===== config.mk =====
export PLATFORM = sky130hd
export DESIGN_NAME = uart_link
export DESIGN_NICKNAME = d
export VERILOG_FILES = /design/src/logic/uart_pkg.sv /design/src/logic/uart_cmd_seq.sv /design/src/logic/uart_frame_tx.sv /design/src/logic/uart_frame_rx.sv /design/src/logic/uart_link.sv
export SDC_FILE = /design/constraint.sdc
export NUM_CORES = 1
export LEC_CHECK = 0
export BUFFER_PORTS_ARGS = -buffer_cell sky130_fd_sc_hd__buf_2
export CAP_MARGIN = 25
export CORE_MARGIN = 8
export CORE_UTILIZATION = 30
export CTS_CLUSTER_DIAMETER = 50
export CTS_CLUSTER_SIZE = 28
export DETAILED_ROUTE_END_ITERATION = 8
export PLACE_DENSITY = 0.53
export SYNTH_ARGS = -nofsm -noshare
export SYNTH_HDL_FRONTEND = slang
export SYNTH_SLANG_ARGS = --single-unit

===== constraint.sdc =====
create_clock -name clk -period 4.2 [get_ports clk]
set_input_delay 0.21 -clock clk [delete_from_list [all_inputs] [get_ports clk]]
set_output_delay 0.21 -clock clk [all_outputs]
set_load 0.005 [all_outputs]

===== src/logic/uart_pkg.sv =====
package uart_pkg;

  localparam int cmd_w = 16;
  localparam int data_w = 8;
  localparam int addr_w = 7;

  // 434 for 115200 baud at 50 MHz
  localparam int bit_cycles = 8;
  localparam int frame_bits = 11;
  localparam int gap_cycles = 16;
  localparam int resp_timeout = 40 * bit_cycles;

  localparam int cyc_w = $clog2(bit_cycles);
  localparam int bits_w = $clog2(frame_bits);
  localparam int wait_w = $clog2(resp_timeout);

  localparam logic [cyc_w-1:0] cyc_last = cyc_w'(bit_cycles - 1);
  localparam logic [cyc_w-1:0] cyc_mid = cyc_w'(bit_cycles / 2 - 1);
  localparam logic [bits_w-1:0] bit_last = bits_w'(frame_bits - 1);
  localparam logic [wait_w-1:0] gap_last = wait_w'(gap_cycles - 1);
  localparam logic [wait_w-1:0] timeout_last = wait_w'(resp_timeout - 1);

  // Sequencer states
  localparam logic [2:0] st_idle = 3'd0;
  localparam logic [2:0] st_addr = 3'd1;
  localparam logic [2:0] st_gap = 3'd2;
  localparam logic [2:0] st_data = 3'd3;
  localparam logic [2:0] st_wait = 3'd4;
  localparam logic [2:0] st_recv = 3'd5;

endpackage


===== src/logic/uart_cmd_seq.sv =====
`timescale 1ns/1ps

module uart_cmd_seq (
  input  logic                        clk,
  input  logic                        rst_n,
  input  logic [uart_pkg::cmd_w-1:0]  cmd_in,
  input  logic                        cmd_vld,
  input  logic                        tx_done,
  input  logic                        rx_done,
  input  logic [uart_pkg::data_w-1:0] rx_byte,
  input  logic                        rx_bad,
  input  logic                        rx_started,
  output logic                        cmd_rdy,
  output logic                        tx_start,
  output logic [uart_pkg::data_w-1:0] tx_byte,
  output logic                        rx_arm,
  output logic [uart_pkg::data_w-1:0] read_data,
  output logic                        read_rdy,
  output logic                        read_err
);

  logic [2:0]                  state;
  logic [uart_pkg::cmd_w-1:0]  cmd_buf;
  logic [uart_pkg::wait_w-1:0] cnt;
  logic                        frame_out;

  assign cmd_rdy = (state == uart_pkg::st_idle);
  assign rx_arm = (state == uart_pkg::st_wait) || (state == uart_pkg::st_recv);

  always_ff @(posedge clk or negedge rst_n)
  begin
    if (!rst_n)
    begin
      state <= uart_pkg::st_idle;
      cnt <= '0;
      tx_start <= 1'b0;
      read_rdy <= 1'b0;
      read_err <= 1'b0;
    end
    else
    begin
      tx_start <= 1'b0;
      read_rdy <= 1'b0;
      read_err <= 1'b0;
      case (state)
        uart_pkg::st_idle:
          if (cmd_vld)
          begin
            tx_start <= 1'b1;
            state <= uart_pkg::st_addr;
          end
        uart_pkg::st_addr:
          if (tx_done)
          begin
            cnt <= '0;
            state <= cmd_buf[uart_pkg::cmd_w-1] ? uart_pkg::st_gap : uart_pkg::st_wait;
          end
        uart_pkg::st_gap:
          if (cnt == uart_pkg::gap_last)
          begin
            tx_start <= 1'b1;
            state <= uart_pkg::st_data;
          end
          else
            cnt <= cnt + 1'b1;
        uart_pkg::st_data:
          if (tx_done)
            state <= uart_pkg::st_idle;
        uart_pkg::st_wait:
          if (rx_started)
            state <= uart_pkg::st_recv;
          else if (cnt == uart_pkg::timeout_last)
          begin
            // Slave never answered
            read_err <= 1'b1;
            state <= uart_pkg::st_idle;
          end
          else
            cnt <= cnt + 1'b1;
        uart_pkg::st_recv:
          if (rx_done)
          begin
            read_rdy <= !rx_bad;
            read_err <= rx_bad;
            state <= uart_pkg::st_idle;
          end
        default:
          state <= uart_pkg::st_idle;
      endcase
    end
  end

  // Address byte is write flag over the 7-bit address
  always_ff @(posedge clk)
  begin
    if (cmd_vld && cmd_rdy)
    begin
      cmd_buf <= cmd_in;
      tx_byte <= {cmd_in[uart_pkg::cmd_w-1], cmd_in[uart_pkg::cmd_w-2 -: uart_pkg::addr_w]};
    end
    else if (state == uart_pkg::st_gap && cnt == uart_pkg::gap_last)
      tx_byte <= cmd_buf[uart_pkg::data_w-1:0];
    if (state == uart_pkg::st_recv && rx_done && !rx_bad)
      read_data <= rx_byte;
  end

  always_ff @(posedge clk or negedge rst_n)
  begin
    if (!rst_n)
      frame_out <= 1'b0;
    else if (tx_start)
      frame_out <= 1'b1;
    else if (tx_done)
      frame_out <= 1'b0;
  end

  a_one_result: assert property (@(posedge clk) disable iff (!rst_n)
    read_rdy |-> !read_err);

  a_no_overlap: assert property (@(posedge clk) disable iff (!rst_n)
    tx_start |-> !frame_out);

endmodule


===== src/logic/uart_frame_tx.sv =====
`timescale 1ns/1ps

module uart_frame_tx (
  input  logic                        clk,
  input  logic                        rst_n,
  input  logic                        tx_start,
  input  logic [uart_pkg::data_w-1:0] tx_byte,
  output logic                        tx,
  output logic                        tx_done
);

  // Bits still to go after the start bit: data, parity, stop
  logic [uart_pkg::frame_bits-2:0] shreg;
  logic                            busy;
  logic [uart_pkg::cyc_w-1:0]      cyc_cnt;
  logic [uart_pkg::bits_w-1:0]     bit_cnt;
  logic                            bit_end;

  assign bit_end = busy && (cyc_cnt == uart_pkg::cyc_last);
  assign tx_done = bit_end && (bit_cnt == uart_pkg::bit_last);

  always_ff @(posedge clk)
  begin
    if (tx_start)
      shreg <= {1'b1, ^tx_byte, tx_byte};
    else if (bit_end)
      shreg <= {1'b1, shreg[uart_pkg::frame_bits-2:1]};
  end

  always_ff @(posedge clk or negedge rst_n)
  begin
    if (!rst_n)
    begin
      busy <= 1'b0;
      tx <= 1'b1;
      cyc_cnt <= '0;
      bit_cnt <= '0;
    end
    else if (tx_start)
    begin
      busy <= 1'b1;
      tx <= 1'b0;
      cyc_cnt <= '0;
      bit_cnt <= '0;
    end
    else if (busy)
    begin
      if (bit_end)
      begin
        cyc_cnt <= '0;
        if (bit_cnt == uart_pkg::bit_last)
        begin
          busy <= 1'b0;
          tx <= 1'b1;
        end
        else
        begin
          bit_cnt <= bit_cnt + 1'b1;
          tx <= shreg[0];
        end
      end
      else
        cyc_cnt <= cyc_cnt + 1'b1;
    end
  end

  a_idle_high: assert property (@(posedge clk) disable iff (!rst_n)
    !busy |-> tx);

endmodule


===== src/logic/uart_frame_rx.sv =====
`timescale 1ns/1ps

module uart_frame_rx (
  input  logic                        clk,
  input  logic                        rst_n,
  input  logic                        rx_arm,
  input  logic                        rx,
  output logic                        rx_started,
  output logic                        rx_done,
  output logic [uart_pkg::data_w-1:0] rx_byte,
  output logic                        rx_bad
);

  logic                        rx_s1;
  logic                        rx_s2;
  logic                        rx_q;
  logic                        active;
  logic [uart_pkg::cyc_w-1:0]  cyc_cnt;
  logic [uart_pkg::bits_w-1:0] bit_cnt;
  logic                        sample;
  logic                        par_bit;

  always_ff @(posedge clk or negedge rst_n)
  begin
    if (!rst_n)
    begin
      rx_s1 <= 1'b1;
      rx_s2 <= 1'b1;
      rx_q <= 1'b1;
    end
    else
    begin
      rx_s1 <= rx;
      rx_s2 <= rx_s1;
      rx_q <= rx_s2;
    end
  end

  assign sample = active && (cyc_cnt == uart_pkg::cyc_mid);
  assign rx_started = sample && (bit_cnt == '0) && !rx_s2;
  assign rx_done = sample && (bit_cnt == uart_pkg::bit_last);
  // Stop bit is the live sample
  assign rx_bad = (par_bit != ^rx_byte) || !rx_s2;

  always_ff @(posedge clk or negedge rst_n)
  begin
    if (!rst_n)
    begin
      active <= 1'b0;
      cyc_cnt <= '0;
      bit_cnt <= '0;
    end
    else if (!rx_arm)
      active <= 1'b0;
    else if (!active)
    begin
      if (rx_q && !rx_s2)
      begin
        active <= 1'b1;
        cyc_cnt <= '0;
        bit_cnt <= '0;
      end
    end
    else
    begin
      if (cyc_cnt == uart_pkg::cyc_last)
      begin
        cyc_cnt <= '0;
        bit_cnt <= bit_cnt + 1'b1;
      end
      else
        cyc_cnt <= cyc_cnt + 1'b1;
      // Glitch on the line, not a real start bit
      if ((sample && bit_cnt == '0 && rx_s2) || rx_done)
        active <= 1'b0;
    end
  end

  // LSB arrives first
  always_ff @(posedge clk)
  begin
    if (sample && bit_cnt != '0 && bit_cnt <= uart_pkg::data_w)
      rx_byte <= {rx_s2, rx_byte[uart_pkg::data_w-1:1]};
    if (sample && bit_cnt == uart_pkg::bits_w'(uart_pkg::data_w + 1))
      par_bit <= rx_s2;
  end

  a_done_armed: assert property (@(posedge clk) disable iff (!rst_n)
    rx_done |-> rx_arm);

endmodule


===== src/logic/uart_link.sv =====
`timescale 1ns/1ps

module uart_link (
  input  logic                       clk,
  input  logic                       rst_n,
  input  logic [uart_pkg::cmd_w-1:0] cmd_in,
  input  logic                       cmd_vld,
  input  logic                       rx,
  output logic                       cmd_rdy,
  output logic                       tx,
  output logic [uart_pkg::data_w-1:0] read_data,
  output logic                       read_rdy,
  output logic                       read_err
);

  logic                        tx_start;
  logic [uart_pkg::data_w-1:0] tx_byte;
  logic                        tx_done;
  logic                        rx_arm;
  logic                        rx_started;
  logic                        rx_done;
  logic [uart_pkg::data_w-1:0] rx_byte;
  logic                        rx_bad;

  uart_cmd_seq i_seq (
    .clk        (clk),
    .rst_n      (rst_n),
    .cmd_in     (cmd_in),
    .cmd_vld    (cmd_vld),
    .tx_done    (tx_done),
    .rx_done    (rx_done),
    .rx_byte    (rx_byte),
    .rx_bad     (rx_bad),
    .rx_started (rx_started),
    .cmd_rdy    (cmd_rdy),
    .tx_start   (tx_start),
    .tx_byte    (tx_byte),
    .rx_arm     (rx_arm),
    .read_data  (read_data),
    .read_rdy   (read_rdy),
    .read_err   (read_err)
  );

  uart_frame_tx i_tx (
    .clk      (clk),
    .rst_n    (rst_n),
    .tx_start (tx_start),
    .tx_byte  (tx_byte),
    .tx       (tx),
    .tx_done  (tx_done)
  );

  uart_frame_rx i_rx (
    .clk        (clk),
    .rst_n      (rst_n),
    .rx_arm     (rx_arm),
    .rx         (rx),
    .rx_started (rx_started),
    .rx_done    (rx_done),
    .rx_byte    (rx_byte),
    .rx_bad     (rx_bad)
  );

endmodule


-- Word level (Yosys, flattened, before mapping)
Cells that the tools add are included.
- output and inout bits: 12
- logic and storage cells: 140
- register bits: 85
- add/subtract/negate cells: 5
- mux-type cells: 52
- equality and inequality tests: 25
- order comparisons: 1
- reductions and logical operators: 36
- operators with widths (operator ; count):
    $mux W9 ; 6
    $mux W3 ; 14
    $mux W4 ; 7
    $pmux W9 S3 ; 1
    $mux W1 ; 19
    $pmux W3 S6 ; 1
    $mux W8 ; 2
    $reduce_xor A8 Y1 ; 2
    $logic_and A1 B1 Y1 ; 15
    $eq A3 B3 Y1 const B ; 4
    $eq A4 B4 Y1 const B ; 3
    $ne A2 B2 Y1 const B ; 6
    $add A9 B1 Y9 const B ; 1
    $eq A3 B2 Y1 const B ; 3
    $eq A9 B4 Y1 const B ; 1
    $eq A9 B9 Y1 const B ; 1
    $add A4 B1 Y4 const B ; 2
    $ne A2 B1 Y1 const B ; 4
    $reduce_bool A2 Y1 ; 4
    $add A3 B1 Y3 const B ; 2
    $reduce_and A3 Y1 ; 2
    $reduce_and A6 Y1 ; 1
    $reduce_and A5 Y1 ; 1
    $le A4 B4 Y1 const B ; 1
    11 further kinds ; 16

-- Depth between registers and ports, before layout
- word-level depth: 8
- depth in mapped cells: 8
- depth with buffers taken out: 7

-- Modules after synthesis
Synthesis repeated with hierarchy kept, for this count alone.
- cells, all modules: 295
- area total of the unflattened synthesis: 3707.3 um^2
- by module, submodules not included (module ; sequential area each (um^2) ; area an instance (um^2) ; times used ; cells an instance):
    uart_cmd_seq ; 1126.1 ; 1796.7 ; 1 ; 142
    uart_frame_rx ; 549.3 ; 982.2 ; 1 ; 76
    uart_frame_tx ; 496.7 ; 928.4 ; 1 ; 77

-- Least setup slack after synthesis
OpenSTA, ideal clock, no wires.
- kind: register -> register
- from: register i_rx.rx_byte[2] (netlist name)
- to: register i_seq.read_data[0] (netlist name), enable pin
- library setup time: 0.395 ns
- stages on the path, launching flop included: 6
- data required time: 3.805 ns
- arrival: 2.023 ns
- setup slack: 1.782 ns
- cells stage by stage: edfxtp_1 xor2_1 xnor3_1 xnor2_1 nand2_1 nor4_1
- word-level cells in the longest chain between the ends: 5
- RTL lines (item ; line ; source):
    start: declaration ; uart_frame_rx.sv:10 ; output logic [uart_pkg::data_w-1:0] rx_byte,
    start signal: assignment ; uart_frame_rx.sv:83 ; rx_byte <= {rx_s2, rx_byte[uart_pkg::data_w-1:1]};
    $reduce_xor A8 Y1 ; uart_frame_rx.sv:43 ; assign rx_bad = (par_bit != ^rx_byte) || !rx_s2;
    $ne A1 B1 Y1 ; uart_frame_rx.sv:43 ;
    $logic_or A1 B1 Y1 ; uart_frame_rx.sv:43 ;
    $logic_not A1 Y1 ; uart_cmd_seq.sv:103 ; if (state == uart_pkg::st_recv && rx_done && !rx_bad)
    $logic_and A1 B1 Y1 ; uart_cmd_seq.sv:103 ;
    end signal: assignment ; uart_cmd_seq.sv:104 ; read_data <= rx_byte;
    end: declaration ; uart_cmd_seq.sv:17 ; output logic [uart_pkg::data_w-1:0] read_data,
Every way passes these cells.
A chain may end at the register's enable or synchronous reset.

-- Final worst setup path
- from: register i_rx.rx_byte[2] (netlist name)
- to: register i_seq.read_data[7] (netlist name), enable pin
Same word-level chain as after synthesis.

==> impl_metrics.tcl <==
set metrics [dict create \
    synth-async-reset-ratio_pct 44.9 \
    comb_power_share_pct 8.5 \
    cell_type_group_with_the_largest_total_delay_on_the_critical_path "simple AND/OR/NAND/NOR gates" \
    ports 32 \
    clk_pin_slew_ns 0.06 \
    synth-seq-cells 78 \
    seqPwrFrac_pct 48.4 \
    floorplan.core_area_um2 12000 \
    grt_util_all_layers_pct 9.11 \
    critical_path_class "reg2reg" \
    power.leakage_uw 0.00169 \
    route.detailed.vias_per_inst 4.86 \
    drt_drc_violations_left 0 \
    critical_path.slowest_cell "sky130_fd_sc_hd__nor4_2" \
    detailed_place.area_um2 3980 \
    ys.flop_type "sky130_fd_sc_hd__edfxtp_1" \
    maxSlewHeadroom_pct 35.6 \
    worstPathArrival_ns 2.34 \
    internal_power_uw 1480 \
    crit_buf_inv 0 \
    clk_latency_ns 0.33 \
    yosysSeqAreaShare_pct 59.0 \
    fmaxAchievable_ghz 0.419 \
    vias_in_the_first_global_route 2371 \
    share_of_the_clock_period_used_by_the_worst_path_after_layout_pct 56.9 \
    path_cells "xor2_1 -> xnor3_1 -> xnor2_1 -> nand2_1 -> nor4_2" \
    final_period_minus_worst_setup_slack_ns 2.39 \
    ys_types 62 \
    cts.sinks 78 \
    power_per_cell_area_nw_per_um2 437 \
    die_height_um 127 \
    p_sw_uw 412 \
    timing.final.hold_violations 0 \
    dpl.hpwl_um 4840 \
    cts_setup_buffers 0 \
    post_route_cells_drive_above_1_share_pct 23.0 \
    grt_setup_unrepaired "false" \
    endpoint_kind "flip-flop" \
    power.share.clock_pct 43.1 \
    cts.htree.levels 3 \
    initialDrtViolationCount 140 \
    cp_data_required_time_ns 4.15 \
    run_status "finished, final reports clean" \
    synth_enable_flop_cells 43 \
    dp_slack_ns 1.78 \
    clock_tree_from_tritoncts "built" \
    postSynthAreaPerCell_um2 12.9 \
    grt_start_max_net_pins 36 \
    netlist_instances 286 \
    starting_density_of_the_core_pct 30.7 \
    power.share.switching_pct 21.8 \
    drt_pre_antenna_iters 4 \
    wire_length_of_the_first_global_routing_pass_um 11800 \
    hold_path.class "in2reg" \
    die_area_um2 16100 \
    final_nets 353 \
    design_area_um2 4320 \
    accumulated_negative_setup_slack_ns 0 \
    cap_viol_max_count 0 \
    setup_ws_ns 1.81 \
    synthToLayoutAreaGrowth_pct 17.4 \
    gp_routability_congestion 0.736 \
    globalRoute.totalOverflow 0 \
    final-max-slew-violation-count 0 \
    antenna_found_initial 0 \
    n_fill_cell 1186 \
    syn-cell-area_um2 3680 \
    die-width_um 127 \
    number_of_nets_produced_by_synthesis 318 \
    skew_ns 0.00663 \
    timing.critical_path.slowest_cell_delay_ns 0.73 \
    cts.path.max_buffers 2 \
    wl_per_cell_um 14.4 \
    max_slew.worst_pin.slew_ns 0.957 \
    detail-route-antenna-nets 0 \
    vias 2297 \
    cts_inserted_buffers 9 \
    routed_wl_um 6830 \
    numPortBuffers 31 \
    r2r_setup_slack_ns 1.81 \
    report.final.setup_viol 0 \
    peakVddDrop_v 0.000193 \
    critPathLaunchType "flip-flop" \
    synth.yosys.warnings 0 \
    rows 40 \
    critical_path.max_fanout 8 \
    num_antenna_cells 0 \
    clock_tree.root_cell "sky130_fd_sc_hd__clkbuf_16" \
]
[synthesized netlist by cell type, types with 4 or more instances]
cell type	n	area share [%]
sky130_fd_sc_hd__nor2b_1	5	0.85
sky130_fd_sc_hd__dfrtp_1	31	21
sky130_fd_sc_hd__mux2_2	8	2.4
sky130_fd_sc_hd__and3_1	6	1.0
sky130_fd_sc_hd__a21oi_1	5	0.68
sky130_fd_sc_hd__a22o_1	4	0.95
sky130_fd_sc_hd__ha_1	12	4.1
sky130_fd_sc_hd__nor2_1	17	1.7
sky130_fd_sc_hd__xnor2_1	14	3.3
sky130_fd_sc_hd__xor2_1	4	0.95
sky130_fd_sc_hd__o21ai_0	4	0.54
sky130_fd_sc_hd__nor3_1	9	1.2
sky130_fd_sc_hd__nand2_1	16	1.6
sky130_fd_sc_hd__inv_1	6	0.61
sky130_fd_sc_hd__dfstp_2	4	2.9
sky130_fd_sc_hd__buf_2	6	0.82
sky130_fd_sc_hd__nand3_1	13	1.8
sky130_fd_sc_hd__nand2b_1	5	0.85
sky130_fd_sc_hd__o21ai_1	5	0.68
sky130_fd_sc_hd__mux2_1	8	2.4
sky130_fd_sc_hd__nand4_1	6	1.0
sky130_fd_sc_hd__edfxtp_1	43	35
[placed cells by master (no fill, tap or decap), types with 2 or more instances in the layout]
cell type                       instances
sky130_fd_sc_hd__o21ai_1                5
sky130_fd_sc_hd__nand2_1               16
sky130_fd_sc_hd__mux2_1                 8
sky130_fd_sc_hd__clkbuf_16             10
sky130_fd_sc_hd__dlygate4sd3_1          2
sky130_fd_sc_hd__nand3b_1               2
sky130_fd_sc_hd__nor2b_1                5
sky130_fd_sc_hd__a21oi_1                5
sky130_fd_sc_hd__nand2b_1               5
sky130_fd_sc_hd__a22o_1                 4
sky130_fd_sc_hd__nand4_1                6
sky130_fd_sc_hd__buf_2                 31
sky130_fd_sc_hd__o31ai_1                3
sky130_fd_sc_hd__nand3_1               13
sky130_fd_sc_hd__inv_1                  6
sky130_fd_sc_hd__inv_2                  2
sky130_fd_sc_hd__dfrtp_1               31
sky130_fd_sc_hd__mux2_2                 8
sky130_fd_sc_hd__o21ai_0                4
sky130_fd_sc_hd__a211o_1                2
sky130_fd_sc_hd__a21o_1                 3
sky130_fd_sc_hd__clkbuf_8               2
sky130_fd_sc_hd__nand4b_1               2
sky130_fd_sc_hd__xor2_1                 4
sky130_fd_sc_hd__and2_1                 2
sky130_fd_sc_hd__clkinv_2               2
sky130_fd_sc_hd__edfxtp_1              43
sky130_fd_sc_hd__xnor2_1               14
sky130_fd_sc_hd__nor2_1                17
sky130_fd_sc_hd__or2_2                  2
sky130_fd_sc_hd__nor3_1                 9
sky130_fd_sc_hd__ha_1                  12
sky130_fd_sc_hd__o311ai_2               2
sky130_fd_sc_hd__and3_1                 6
sky130_fd_sc_hd__a32oi_1                2
sky130_fd_sc_hd__and3b_1                2
sky130_fd_sc_hd__dfstp_2                4
[area by class of cell]
| cell class | instances | area (um^2) | area share, % |
|---|---|---|---|
| clock buffers | 13 | 282 | 6.51 |
| clock inverters | 3 | 40.0 | 0.926 |
| inverters | 8 | 30.0 | 0.694 |
| multi-input cells | 190 | 1430 | 33.2 |
| flip-flops and latches | 78 | 2170 | 50.2 |
| well taps | 147 | 184 | 4.25 |
| repair buffers | 34 | 183 | 4.22 |
[path summary, 6_finish.rpt]
| kind | cells after the start | endpoint | from |
|---|---|---|---|
| worst min register to register | 0 | i_rx.rx_s2$_DFF_PN1_ | i_rx.rx_s1$_DFF_PN1_ |
| worst min-delay path | 1 | i_seq.cmd_buf[1]$_DFFE_PN_ | cmd_in[1] |
| max in group asynchronous | 2 | i_seq.cnt[7]$_DFFE_PN0P_ | rst_n |
| worst max-delay path | 5 | i_seq.read_data[7]$_DFFE_PP_ | i_rx.rx_byte[2]$_DFFE_PP_ |
| min in group asynchronous | 2 | i_rx.bit_cnt[0]$_DFFE_PN0P_ | rst_n |
| worst max register to register | 5 | i_seq.read_data[7]$_DFFE_PP_ | i_rx.rx_byte[2]$_DFFE_PP_ |
[logic make-up after synthesis]
kind of cell / share of synthesized area (%)
flip-flops: 59.0
AND/OR/NAND/NOR: 14.6
adder cells (fa/ha/maj): 4.08
multiplexers: 5.17
AO/OA/AOI/OAI: 10.0
XOR/XNOR: 4.89
buffers and inverters: 2.24
[through the flow]
| step | power (uW) | hold slack [ns] | std cells | utilization (%) |
|---|---|---|---|---|
| after floorplan | 1040 | -0.0856 | 286 | - |
| after global placement | 1080 | 0.316 | 454 | 33.1 |
| after detailed placement | 1090 | 0.322 | 454 | 33.1 |
| after CTS | 1920 | 0.0387 | 472 | 35.9 |
| after global routing | 1970 | 0.0431 | 473 | 36.0 |
| final | 1890 | 0.0540 | 473 | 36.0 |
[power groups by stage]
stage / Clock (uW) / Combinational [uW] / Sequential [uW]
floorplan: 0 / 124 / 912
global placement: 0 / 157 / 924
detailed placement: 0 / 165 / 928
CTS: 838 / 166 / 913
global route: 862 / 190 / 921
finish: 813 / 161 / 913
[repair_timing]
item	CTS	global route
hold buffers	2	0
resized for setup	0	0
hold endpoints to repair	28	0
setup endpoints to repair	0	0
[flip-flops by register name (all words and copies together) (netlist names), 3 cells and up]
signal           count
i_seq.cnt            9
i_seq.tx_byte        8
i_rx.bit_cnt         4
i_seq.state          3
i_seq.read_data      8
i_rx.rx_byte         8
i_tx.cyc_cnt         3
i_tx.shreg           9
i_seq.cmd_buf        9
i_rx.cyc_cnt         3
i_tx.bit_cnt         4
[routing by layer]
metal  share of wire [%]  vias to the layer above  track usage, %
li1                    -                     1129               -
met5                   0                        -               0
met3                 2.9                       10            2.18
met1                  48                     1129            11.2
met2                  47                       29            14.6
met4                 2.0                        0            4.83
No activity file was read; power rests on OpenSTA's default activity.
